## config.mk

```make
export PLATFORM = sky130hd
export DESIGN_NAME = sdram_map_top
export DESIGN_NICKNAME = d
export VERILOG_FILES = /design/src/source/sdram_map_pkg.sv /design/src/source/slot_fetch_if.sv /design/src/source/rom_dwnld_decode.sv /design/src/source/slot_arbiter.sv /design/src/source/slot_result.sv /design/src/source/sdram_map_top.sv
export VERILOG_INCLUDE_DIRS = /design/src /design/src/source
export SDC_FILE = /design/constraint.sdc
export NUM_CORES = 1
export LEC_CHECK = 0
export ABC_AREA = 1
export BUFFER_PORTS_ARGS = -buffer_cell sky130_fd_sc_hd__buf_2
export CORE_ASPECT_RATIO = 0.8
export CORE_MARGIN = 2
export CORE_UTILIZATION = 50
export DETAILED_ROUTE_END_ITERATION = 8
export PLACE_DENSITY_LB_ADDON = 0.2
export SLEW_MARGIN = 20
export SYNTH_ARGS = -nofsm -noshare
export SYNTH_HDL_FRONTEND = slang
export SYNTH_SLANG_ARGS = --single-unit
```

## constraint.sdc

```tcl
create_clock -name clk -period 3 [get_ports clk]
set_input_delay 0.6 -clock clk [delete_from_list [all_inputs] [get_ports clk]]
set_output_delay 0.6 -clock clk [all_outputs]
set_load 0.01 [all_outputs]
```

## src/source/sdram_map_settings.svh

```systemverilog
// Address map of the sound bank download, included by the RTL and the testbench
`ifndef SDRAM_MAP_SETTINGS_SVH
`define SDRAM_MAP_SETTINGS_SVH

// Game configuration bytes at the start of the ROM stream
`define HEADER_LEN 25'd32

// First byte that lands in the SDRAM bank, right after the header
`define BANK_START 25'h00_0020

// Key PROM region, 256 bytes, never written to SDRAM
`define KEY_START  25'h00_4020

// PCM samples sit this many 16-bit words into the bank
`define PCM_OFFSET 22'h00_1000

`endif

```

## src/source/sdram_map_pkg.sv

```systemverilog
// Shared types for the sound bank memory map, imported by every RTL block
package sdram_map_pkg;

    // Download stream byte address
    typedef logic [24:0] ioctl_addr_t;

    // SDRAM side
    typedef logic [21:0] sdram_addr_t;  // Word address
    typedef logic [15:0] word_t;

    // CPU side
    typedef logic [7:0]  byte_t;
    typedef logic [14:0] snd_addr_t;    // Sound CPU byte address
    typedef logic [16:0] pcm_addr_t;    // Sample fetcher byte address

    // 0 = sound CPU, 1 = PCM
    typedef logic        slot_id_t;

    // Read request sequencing in the arbiter
    typedef enum logic [1:0] {
        IDLE,   // Looking for a miss
        REQ,    // ba_rd up, waiting for ack
        WAIT    // Ack seen, data not stored yet
    } arb_state_t;

endpackage

```

## src/source/slot_fetch_if.sv

```systemverilog
// Grant and return path between the slot arbiter and the result block
`timescale 1ns/1ps

interface slot_fetch_if;
    import sdram_map_pkg::*;

    // Arbiter to result
    logic        valid;     // One pulse per granted miss
    slot_id_t    slot;
    sdram_addr_t tag;

    // Result to arbiter
    logic        rdy;       // Word stored in the slot
    word_t       word;
    logic        hit0;
    logic        hit1;

    modport driver (
        output valid, slot, tag,
        input  rdy, word, hit0, hit1
    );

    modport receiver (
        input  valid, slot, tag,
        output rdy, word, hit0, hit1
    );

endinterface

```

## src/source/rom_dwnld_decode.sv

```systemverilog
// Splits the ROM download into header settings, key PROM strobes and SDRAM word writes
`timescale 1ns/1ps
`include "sdram_map_settings.svh"

module rom_dwnld_decode (
    input  logic                       clk,
    input  logic                       arst_n,
    input  logic                       downloading,
    input  sdram_map_pkg::ioctl_addr_t ioctl_addr,
    input  sdram_map_pkg::byte_t       ioctl_dout,
    input  logic                       ioctl_wr,
    input  logic                       prog_ack,
    output sdram_map_pkg::sdram_addr_t prog_addr,
    output sdram_map_pkg::word_t       prog_data,
    output logic [1:0]                 prog_mask,   // Active low, bit 0 = low byte
    output logic                       prog_we,
    output logic                       key_we,
    output logic [7:0]                 key_addr,
    output sdram_map_pkg::byte_t       game_id,
    output logic                       dec_en,
    output logic                       dec_type
);
    import sdram_map_pkg::*;

    logic        dl_wr;
    logic        in_header;
    logic        in_key;
    logic        in_bank;
    ioctl_addr_t bank_rel;
    ioctl_addr_t key_rel;
    byte_t       low_byte;  // Even byte waiting for its partner
    logic        low_vld;
    logic        fd_en;

    assign dl_wr     = downloading && ioctl_wr;
    assign in_header = ioctl_addr < `HEADER_LEN;
    assign in_key    = ioctl_addr >= `KEY_START;
    assign in_bank   = (ioctl_addr >= `BANK_START) && !in_key;
    assign bank_rel  = ioctl_addr - `BANK_START;
    assign key_rel   = ioctl_addr - `KEY_START;

    // Header bytes: decoder flags at 0x10, game id at 0x18
    always_ff @(posedge clk or negedge arst_n) begin
        if (!arst_n) begin
            fd_en    <= 1'b0;
            dec_type <= 1'b0;
            dec_en   <= 1'b0;
            game_id  <= '0;
        end else begin
            if (dl_wr && in_header) begin
                if (ioctl_addr[4:0] == 5'h10) begin
                    fd_en    <= |ioctl_dout[1:0];
                    dec_type <= ioctl_dout[1];
                end
                if (ioctl_addr[4:0] == 5'h18) begin
                    game_id <= ioctl_dout;
                end
            end
            dec_en <= fd_en;    // Lags the flags by a cycle
        end
    end

    // Key PROM
    always_ff @(posedge clk or negedge arst_n) begin
        if (!arst_n) begin
            key_we <= 1'b0;
        end else begin
            key_we <= dl_wr && in_key;
        end
    end

    always_ff @(posedge clk) begin
        if (dl_wr && in_key) begin
            key_addr <= key_rel[7:0];
        end
    end

    // Write strobe stays up until the clock after the ack
    always_ff @(posedge clk or negedge arst_n) begin
        if (!arst_n) begin
            prog_we <= 1'b0;
            low_vld <= 1'b0;
        end else begin
            if (dl_wr && in_bank && bank_rel[0]) begin
                prog_we <= 1'b1;
            end else if (prog_ack) begin
                prog_we <= 1'b0;
            end
            if (dl_wr && in_bank) begin
                low_vld <= ~bank_rel[0];
            end
        end
    end

    // Even byte goes low, odd byte completes the word
    always_ff @(posedge clk) begin
        if (dl_wr && in_bank) begin
            if (!bank_rel[0]) begin
                low_byte <= ioctl_dout;
            end else begin
                prog_addr <= bank_rel[22:1];
                prog_data <= {ioctl_dout, low_byte};
                prog_mask <= {1'b0, ~low_vld};  // Skip low half if its byte never came
            end
        end
    end

    // Source must hold off until the SDRAM takes the pending word
    a_no_wr_while_busy: assert property (@(posedge clk) disable iff (!arst_n)
        prog_we && !prog_ack |-> !ioctl_wr)
        else $error("ioctl_wr while a program write waits for prog_ack");

endmodule

```

## src/source/slot_arbiter.sv

```systemverilog
// Picks which missing read slot goes to SDRAM and runs the rd/ack request
`timescale 1ns/1ps
`include "sdram_map_settings.svh"

module slot_arbiter (
    input  logic                       clk,
    input  logic                       arst_n,
    input  logic                       downloading,
    input  logic                       snd_cs,
    input  sdram_map_pkg::snd_addr_t   snd_addr,
    input  logic                       pcm_cs,
    input  sdram_map_pkg::pcm_addr_t   pcm_addr,
    input  logic                       ba_ack,
    output sdram_map_pkg::sdram_addr_t ba_addr,
    output logic                       ba_rd,
    slot_fetch_if.driver               fetch
);
    import sdram_map_pkg::*;

    arb_state_t  state;
    sdram_addr_t snd_word;
    sdram_addr_t pcm_word;
    logic        snd_miss;
    logic        pcm_miss;
    logic        grant;
    slot_id_t    grant_slot;

    // Byte address to SDRAM word, PCM shifted into its part of the bank
    assign snd_word = {8'd0, snd_addr[14:1]};
    assign pcm_word = {6'd0, pcm_addr[16:1]} + `PCM_OFFSET;

    // No reads while the bank is being loaded
    assign snd_miss = snd_cs && !fetch.hit0 && !downloading;
    assign pcm_miss = pcm_cs && !fetch.hit1 && !downloading;

    assign grant      = (state == IDLE) && (snd_miss || pcm_miss);
    assign grant_slot = snd_miss ? 1'b0 : 1'b1;     // Sound CPU wins a tie

    always_ff @(posedge clk or negedge arst_n) begin
        if (!arst_n) begin
            state       <= IDLE;
            ba_rd       <= 1'b0;
            fetch.valid <= 1'b0;
        end else begin
            fetch.valid <= 1'b0;
            case (state)
                IDLE: begin
                    if (grant) begin
                        fetch.valid <= 1'b1;
                        ba_rd       <= 1'b1;
                        state       <= REQ;
                    end
                end
                REQ: begin
                    if (ba_ack) begin
                        ba_rd <= 1'b0;
                        state <= WAIT;
                    end
                end
                WAIT: begin
                    if (fetch.rdy) begin
                        state <= IDLE;      // Hit flags are fresh by now
                    end
                end
                default: state <= IDLE;
            endcase
        end
    end

    // Granted request, held until the next grant
    always_ff @(posedge clk) begin
        if (grant) begin
            fetch.slot <= grant_slot;
            fetch.tag  <= grant_slot ? pcm_word : snd_word;
        end
    end

    assign ba_addr = fetch.tag;

    a_rd_until_ack: assert property (@(posedge clk) disable iff (!arst_n)
        ba_rd && !ba_ack |=> ba_rd)
        else $error("ba_rd dropped before ba_ack");

    // Completion only for the one fetch in flight, with real data behind it
    a_one_fetch: assert property (@(posedge clk) disable iff (!arst_n)
        fetch.rdy |-> (state == WAIT) && !$isunknown(fetch.word))
        else $error("Fetch completion without an outstanding request");

endmodule

```

## src/source/slot_result.sv

```systemverilog
// Holds the last SDRAM word of each read slot and returns bytes and ok flags
`timescale 1ns/1ps
`include "sdram_map_settings.svh"

module slot_result (
    input  logic                     clk,
    input  logic                     arst_n,
    input  logic                     ba_rdy,
    input  sdram_map_pkg::word_t     data_read,
    slot_fetch_if.receiver           fetch,
    input  logic                     snd_cs,
    input  sdram_map_pkg::snd_addr_t snd_addr,
    input  logic                     pcm_cs,
    input  sdram_map_pkg::pcm_addr_t pcm_addr,
    output sdram_map_pkg::byte_t     snd_data,
    output sdram_map_pkg::byte_t     pcm_data,
    output logic                     snd_ok,
    output logic                     pcm_ok
);
    import sdram_map_pkg::*;

    sdram_addr_t tag_q [2];
    word_t       word_q [2];
    logic [1:0]  vld_q;
    logic        pend;          // Fetch granted, data not back yet
    slot_id_t    pend_slot;
    sdram_addr_t pend_tag;
    sdram_addr_t snd_word;
    sdram_addr_t pcm_word;
    logic        fill0;
    logic        fill1;

    assign snd_word = {8'd0, snd_addr[14:1]};
    assign pcm_word = {6'd0, pcm_addr[16:1]} + `PCM_OFFSET;

    assign fetch.hit0 = vld_q[0] && (tag_q[0] == snd_word);
    assign fetch.hit1 = vld_q[1] && (tag_q[1] == pcm_word);

    // Data arriving now for the address a slot is asking for
    assign fill0 = ba_rdy && pend && (pend_slot == 1'b0) && (pend_tag == snd_word);
    assign fill1 = ba_rdy && pend && (pend_slot == 1'b1) && (pend_tag == pcm_word);

    always_ff @(posedge clk or negedge arst_n) begin
        if (!arst_n) begin
            pend      <= 1'b0;
            vld_q     <= 2'b00;
            fetch.rdy <= 1'b0;
            snd_ok    <= 1'b0;
            pcm_ok    <= 1'b0;
        end else begin
            fetch.rdy <= 1'b0;
            if (fetch.valid) begin
                pend <= 1'b1;
            end
            if (ba_rdy && pend) begin
                pend             <= 1'b0;
                vld_q[pend_slot] <= 1'b1;
                fetch.rdy        <= 1'b1;
            end
            snd_ok <= snd_cs && (fetch.hit0 || fill0);
            pcm_ok <= pcm_cs && (fetch.hit1 || fill1);
        end
    end

    always_ff @(posedge clk) begin
        if (fetch.valid) begin
            pend_slot <= fetch.slot;
            pend_tag  <= fetch.tag;
        end
        if (ba_rdy && pend) begin
            tag_q[pend_slot]  <= pend_tag;
            word_q[pend_slot] <= data_read;
        end
    end

    assign fetch.word = word_q[pend_slot];

    // Even address in the low half
    assign snd_data = snd_addr[0] ? word_q[0][15:8] : word_q[0][7:0];
    assign pcm_data = pcm_addr[0] ? word_q[1][15:8] : word_q[1][7:0];

    a_rdy_for_fetch: assert property (@(posedge clk) disable iff (!arst_n)
        ba_rdy |-> pend)
        else $error("ba_rdy with no fetch granted");

endmodule

```

## src/source/sdram_map_top.sv

```systemverilog
// Sound bank memory map top, wires the download decoder and both read slots to one SDRAM bank
`timescale 1ns/1ps

module sdram_map_top (
    input  logic                       clk,
    input  logic                       arst_n,

    // ROM download
    input  logic                       downloading,
    input  sdram_map_pkg::ioctl_addr_t ioctl_addr,
    input  sdram_map_pkg::byte_t       ioctl_dout,
    input  logic                       ioctl_wr,
    output sdram_map_pkg::sdram_addr_t prog_addr,
    output sdram_map_pkg::word_t       prog_data,
    output logic [1:0]                 prog_mask,
    output logic                       prog_we,
    input  logic                       prog_ack,

    // Configuration and key PROM
    output logic                       key_we,
    output logic [7:0]                 key_addr,
    output sdram_map_pkg::byte_t       game_id,
    output logic                       dec_en,
    output logic                       dec_type,

    // Sound CPU
    input  logic                       snd_cs,
    input  sdram_map_pkg::snd_addr_t   snd_addr,
    output sdram_map_pkg::byte_t       snd_data,
    output logic                       snd_ok,

    // PCM sample fetcher
    input  logic                       pcm_cs,
    input  sdram_map_pkg::pcm_addr_t   pcm_addr,
    output sdram_map_pkg::byte_t       pcm_data,
    output logic                       pcm_ok,

    // SDRAM bank read
    output sdram_map_pkg::sdram_addr_t ba_addr,
    output logic                       ba_rd,
    input  logic                       ba_ack,
    input  logic                       ba_rdy,
    input  sdram_map_pkg::word_t       data_read
);

    slot_fetch_if fetch ();

    rom_dwnld_decode u_decode (
        .clk         ( clk         ),
        .arst_n      ( arst_n      ),
        .downloading ( downloading ),
        .ioctl_addr  ( ioctl_addr  ),
        .ioctl_dout  ( ioctl_dout  ),
        .ioctl_wr    ( ioctl_wr    ),
        .prog_ack    ( prog_ack    ),
        .prog_addr   ( prog_addr   ),
        .prog_data   ( prog_data   ),
        .prog_mask   ( prog_mask   ),
        .prog_we     ( prog_we     ),
        .key_we      ( key_we      ),
        .key_addr    ( key_addr    ),
        .game_id     ( game_id     ),
        .dec_en      ( dec_en      ),
        .dec_type    ( dec_type    )
    );

    slot_arbiter u_arbiter (
        .clk         ( clk         ),
        .arst_n      ( arst_n      ),
        .downloading ( downloading ),
        .snd_cs      ( snd_cs      ),
        .snd_addr    ( snd_addr    ),
        .pcm_cs      ( pcm_cs      ),
        .pcm_addr    ( pcm_addr    ),
        .ba_ack      ( ba_ack      ),
        .ba_addr     ( ba_addr     ),
        .ba_rd       ( ba_rd       ),
        .fetch       ( fetch       )
    );

    slot_result u_result (
        .clk         ( clk         ),
        .arst_n      ( arst_n      ),
        .ba_rdy      ( ba_rdy      ),
        .data_read   ( data_read   ),
        .fetch       ( fetch       ),
        .snd_cs      ( snd_cs      ),
        .snd_addr    ( snd_addr    ),
        .pcm_cs      ( pcm_cs      ),
        .pcm_addr    ( pcm_addr    ),
        .snd_data    ( snd_data    ),
        .pcm_data    ( pcm_data    ),
        .snd_ok      ( snd_ok      ),
        .pcm_ok      ( pcm_ok      )
    );

endmodule

```

======== After elaboration in Yosys (flattened, before gate mapping) ========
Memory sizes are Yosys's and may differ from the RTL's.
Cells that the tools add are included.
Widths: inputs -> output; s select.
storage, ports and cells
  register bits ........................... 115
  bits in latches ......................... 0
  memory bits (writable) .................. 66
  memory bits (read-only) ................. 0
  input port bits ......................... 90
  output and inout bits ................... 101
  logic and storage cells ................. 110
  memories ................................ 2
memories
  memory           depth  width  read ports  clocked after Yosys merged registers in  write ports  RTL line           text
  u_result.tag_q   2      17     2           0                                        1            slot_result.sv:22  sdram_addr_t tag_q [2];
  u_result.word_q  2      16     2           0                                        1            slot_result.sv:23  word_t word_q [2];
cells by class
  add/subtract/negate cells ............... 3
  multiply operators ...................... 0
  div/mod/pow operators ................... 0
  magnitude comparators ................... 5
  equality and inequality tests ........... 11
  shift-type cells ........................ 0
  muxes and demuxes ....................... 21
  bitwise gates (word level) .............. 4
  reduce and logical (&&, ||, !) cells .... 39
operator list
  operator                number
  $ge 25x15->1 const B    1
  $ge 25x6->1 const B     1
  $lt 25x6->1 const B     1
  $sub 23x6->23 const B   1
  $eq 22x14->1            1
  $eq 22x17->1            1
  $logic_and 1x1->1       21
  $add 16x13->17 const B  1
  $eq 17x14->1            1
  $eq 17x17->1            1
  $mux 8                  2
  $mux 14                 1
  $mux 1                  12
  $eq 5x5->1 const B      2
  $reduce_and 2->1        4
  $sub 8x6->8 const B     1
  $mux 2                  3
  $pmux 2 s3              1
  $reduce_and 3->1        2
  $reduce_bool 2->1       3
  $logic_not 1->1         4
  $ne 2x1->1 const B      2
  $logic_or 1x1->1        3
  $not 1->1               3
  other kinds (10)        10

======== Logic depth before layout (Yosys ltp) ========
  depth after elaboration ................. 10
  gate-level depth with buffers ........... 12
  depth with buffers taken out ............ 12

======== By module ========
Synthesis repeated with hierarchy kept, for this count alone.
second synthesis, totals
  cell total of the unflattened synthesis .. 764
  area total of the unflattened synthesis .. 8635.8 um^2
modules (own cells, without submodules)
  module            times used  cells each  area an instance (um^2)  seq. area each (um^2)
  slot_result       1           423         4692.0                   3143.0
  rom_dwnld_decode  1           214         2755.1                   2001.9
  slot_arbiter      1           127         1188.6                   640.6

======== Least setup slack after synthesis ========
Ideal clock, no wire load.
  path type ............................... input to register
  start point ............................. input port ioctl_addr[5]
  end point ............................... register u_decode.prog_addr[0] (enable)
  library setup time ...................... 435 ps
  data arrival time ....................... 3230 ps
  required time ........................... 2565 ps
  setup slack ............................. -665 ps
  stages .................................. 10
  buffers on the path ..................... 0
  cell sequence ........................... inv_1 -> ha_1 -> nand2_2 -> nor2_2 -> nand2_1 -> nand2_1 -> nand3_1 -> nor2_2 -> nand3_1 -> nor2_1
on the way
  word-level cells in the longest chain between the ends .. 5
  elaborated cells on any way between the ends .. 6
  those cells by class .................... order compare (2); reduce/logical (4)
RTL lines
  what                                   RTL line                 text
  start, declared                        sdram_map_top.sv:10      input sdram_map_pkg::ioctl_addr_t ioctl_addr,
  $ge 25x15->1 (no source line)          -
  $logic_not 1->1                        rom_dwnld_decode.sv:38   assign in_bank = (ioctl_addr >= `BANK_START) && !in_key;
  $logic_and 1x1->1 (*)                  rom_dwnld_decode.sv:38
  $logic_and 1x1->1 (*)                  rom_dwnld_decode.sv:97   if (dl_wr && in_bank) begin
  $reduce_and 2->1 (no source line) (*)  -
  end signal, assigned                   rom_dwnld_decode.sv:101  prog_addr <= bank_rel[22:1];
  end, declared                          rom_dwnld_decode.sv:13   output sdram_map_pkg::sdram_addr_t prog_addr,
Mark *: on every way between the ends. The rest lies on a longest branch, timed or not.
A chain may end at the register's enable or synchronous reset.

======== Worst setup path in the final report ========
  start point ............................. input port ioctl_addr[5]
  end point ............................... register u_decode.prog_addr[12] (enable)
Same word-level chain as after synthesis.

==> results.cfg <==
[outcome]
status = completed

[routing]
wl_per_cell_microns = 16.4
via_per_inst = 5.01
drcViolationCount = 0
dr.pass1.iters = 5
totalWireLength_mm = 17.7
final_antenna_net_count = 0
dr_total_vias = 5392
drt_iter0_drc = 397

[setup_path]
r2r_start = u_result.tag_q[1][5]$_DFFE_PP_
r2r_end = u_arbiter.ba_addr[7]$_DFFE_PP_
cp_data_required_time_ps = 3120
ff2ff_path_depth = 8
worst-r2r-setup-slack_ps = 900
crit_arrival_ps = 2460
crit_fanout = 36
cp-start-kind = primary input
critPathKind = in -> reg
endpoint_kind = flop

[global_routing]
grt_pass1_vias = 5127
grt_max_degree = 37
grt_usage = 0.218
antenna_found_initial = 0
grt_pass1_wl_mm = 26.8
grt-ovfl-total = 0

[floorplan]
num_rows = 40
die_h_microns = 115
start_util = 0.513
ios = 191
coreArea_sq_um = 15100
die_area_sq_um = 16500
dieWidth_microns = 143

[sta]
final_hold_viol_count = 0
period_share = 0.780
fin_tns_setup_ps = 0
min_period_ps = 2340
rsz0062_at_grt = no
tightest_slew_ps = 946
worst_slack_ps = 661
final-setup-viol-count = 0
finClkSkew_ps = 7.06
fmax_mhz = 428
max-slew-margin-rel = 0.369
maxSlewViolCount = 0

[logic_synthesis]
synth.largest_area_cell = edfxtp_1
synth_area_sq_um = 7760
ys_seq_area_frac = 0.685
ys_warn_count = 0
netlist_instances = 651
synth_top_area_frac = 0.607
avgSynthCellArea_sq_um = 11.9
synth_cell_types = 36
synth-seq-cells = 181
synth_area_leaders = edfxtp_1 (61%), dfrtp_1 (7.7%), nand2_1 (5.8%), inv_1 (4.0%), nor2_1 (3.3%)

[clock_network]
h-tree-depth = 4
cts_made_buffers = 17
cts_hold_buf = 0
cts_buffer_depth = 2
clock_latency_ps = 430
cts_tree = built
cts_setup_buffers = 0
path_clk_slew_ps = 70
cts_resized = 0
cts_sinks = 181
cts_root_buf = clkbuf_16

[pwr]
total_power_mw = 6.30
power.leakage_nw = 4.03
ir_drop_mv = 0.481
powerDensity_nw_per_um2 = 659

[flow_run]
maxCapViolCount = 0

[final_layout]
n_antenna_cell = 0
drive_gt1_frac = 0.311
layout_common_cells = buf_2 (184), edfxtp_1 (157), nand2_1 (120)
area_growth_pct = 23.1
layout_commonest_cell = buf_2
final_util = 0.632
final_nets = 947
fillCellCount = 1242
finalInstanceArea_sq_um = 9550

[place]
place_area_sq_um = 8960
gp_congestion = 0.930
dp_slack_ps = 248
numPortBuffers = 184
post-dp-hpwl_mm = 12.8

[hold_path]
min_path_type = in -> async
layout make-up:
cell class                 count  area (sq um)  area share
multi-input combinational    380          2090       0.218
timing repair buffer         190           978       0.102
clock inverter                14           166      0.0174
clock buffer                  18           429      0.0449
sequential                   181          5320       0.556
inverter                      84           315      0.0330
tap                          210           263      0.0275
kinds of logic (layout without fill, tap and decap cells):
logic type,Yosys count,after routing,share of synthesized area
AOI/OAI and AO/OA,53,53,0.0403
muxes,16,16,0.0232
other,1,6,0.000483
and+or+nand+nor,261,261,0.150
xor gates and xnor gates,41,41,0.0463
adders and majority gates,3,3,0.00484
DFF,181,181,0.685
buffers and inverters,95,306,0.0501
routing by layer:
layer / global-route usage / up-vias / share of wire
li1: - / 2607 / -
met1: 0.304 / 2553 / 0.45
met2: 0.338 / 208 / 0.46
met3: 0.0554 / 24 / 0.071
met4: 0.0725 / 0 / 0.016
met5: 0 / - / 0
state kept, by name (all words and copies together) (netlist names), 2 cells and up:
name	flops
u_result.tag_q	34
u_result.word_q	32
u_decode.prog_addr	22
u_arbiter.ba_addr	17
u_result.pend_tag	17
u_decode.prog_data	16
u_decode.game_id	8
u_decode.key_addr	8
u_decode.low_byte	8
u_arbiter.state	2
u_result.vld_q	2
how the worst max path moves through the flow:
| stage | from | to | slack (ps) |
|---|---|---|---|
| 6_report | ioctl_addr[5] | u_decode.prog_addr[12]$_DFFE_PP_ | 660 |
| 3_5_place_dp | ioctl_addr[5] | u_decode.prog_addr[17]$_DFFE_PP_ | 250 |
| 4_1_cts | ioctl_addr[5] | u_decode.prog_data[8]$_DFFE_PP_ | 700 |
| 2_1_floorplan | ba_rdy | u_result.snd_ok$_DFF_PN0_ | 350 |
| 3_3_place_gp | pcm_addr[13] | u_arbiter.ba_addr[10]$_DFFE_PP_ | 370 |
| 5_1_grt | ioctl_addr[5] | u_decode.prog_data[2]$_DFFE_PP_ | 500 |
Yosys cell counts:
cell type,instances
nand3_2,1
o21bai_1,1
dfrtp_1,24
nand4_2,1
buf_2,2
o31ai_1,1
edfxtp_1,157
inv_1,82
xor2_1,12
clkbuf_1,2
conb_1,1
nor2_1,68
o21a_1,1
nand3b_1,5
o21ai_0,25
nand3_1,25
a21oi_1,2
nor3_2,1
nand2_4,2
buf_6,1
nor2_4,2
nand2_2,5
o21ai_1,7
ha_1,3
nand2_1,120
o22ai_1,8
or2_2,2
buf_4,6
nor3_1,6
inv_2,2
nand4_1,14
nor2_2,7
nor4_1,2
xnor2_1,29
o21ai_2,8
mux2_2,16
per-stage QoR:
stage / instances / hold slack, ps
after floorplan: 656 / 304
after global placement: 1045 / 353
after detailed placement: 1045 / 357
after CTS: 1077 / 160
after global routing: 1077 / 201
final: 1077 / 160
critical path, stage by stage:
cell and delay [ps]:
buf_2 130, inv_1 150, ha_1 250, nand2_2 130, nor2_2 180, nand2_1 100, nand2_1 80, nand3_1 80
nor2_2 130, nand3_1 170, nor2_4 190, buf_12 240
power by group:
group | internal [mW] | leakage, nW | total, mW | switching [mW]
sequential | 3.09 | 1.75 | 3.29 | 0.195
clock | 1.25 | 0.282 | 2.24 | 0.986
combinational | 0.283 | 2.00 | 0.770 | 0.487
total | 4.63 | 4.03 | 6.30 | 1.67
No activity file was read; power rests on OpenSTA's default activity.
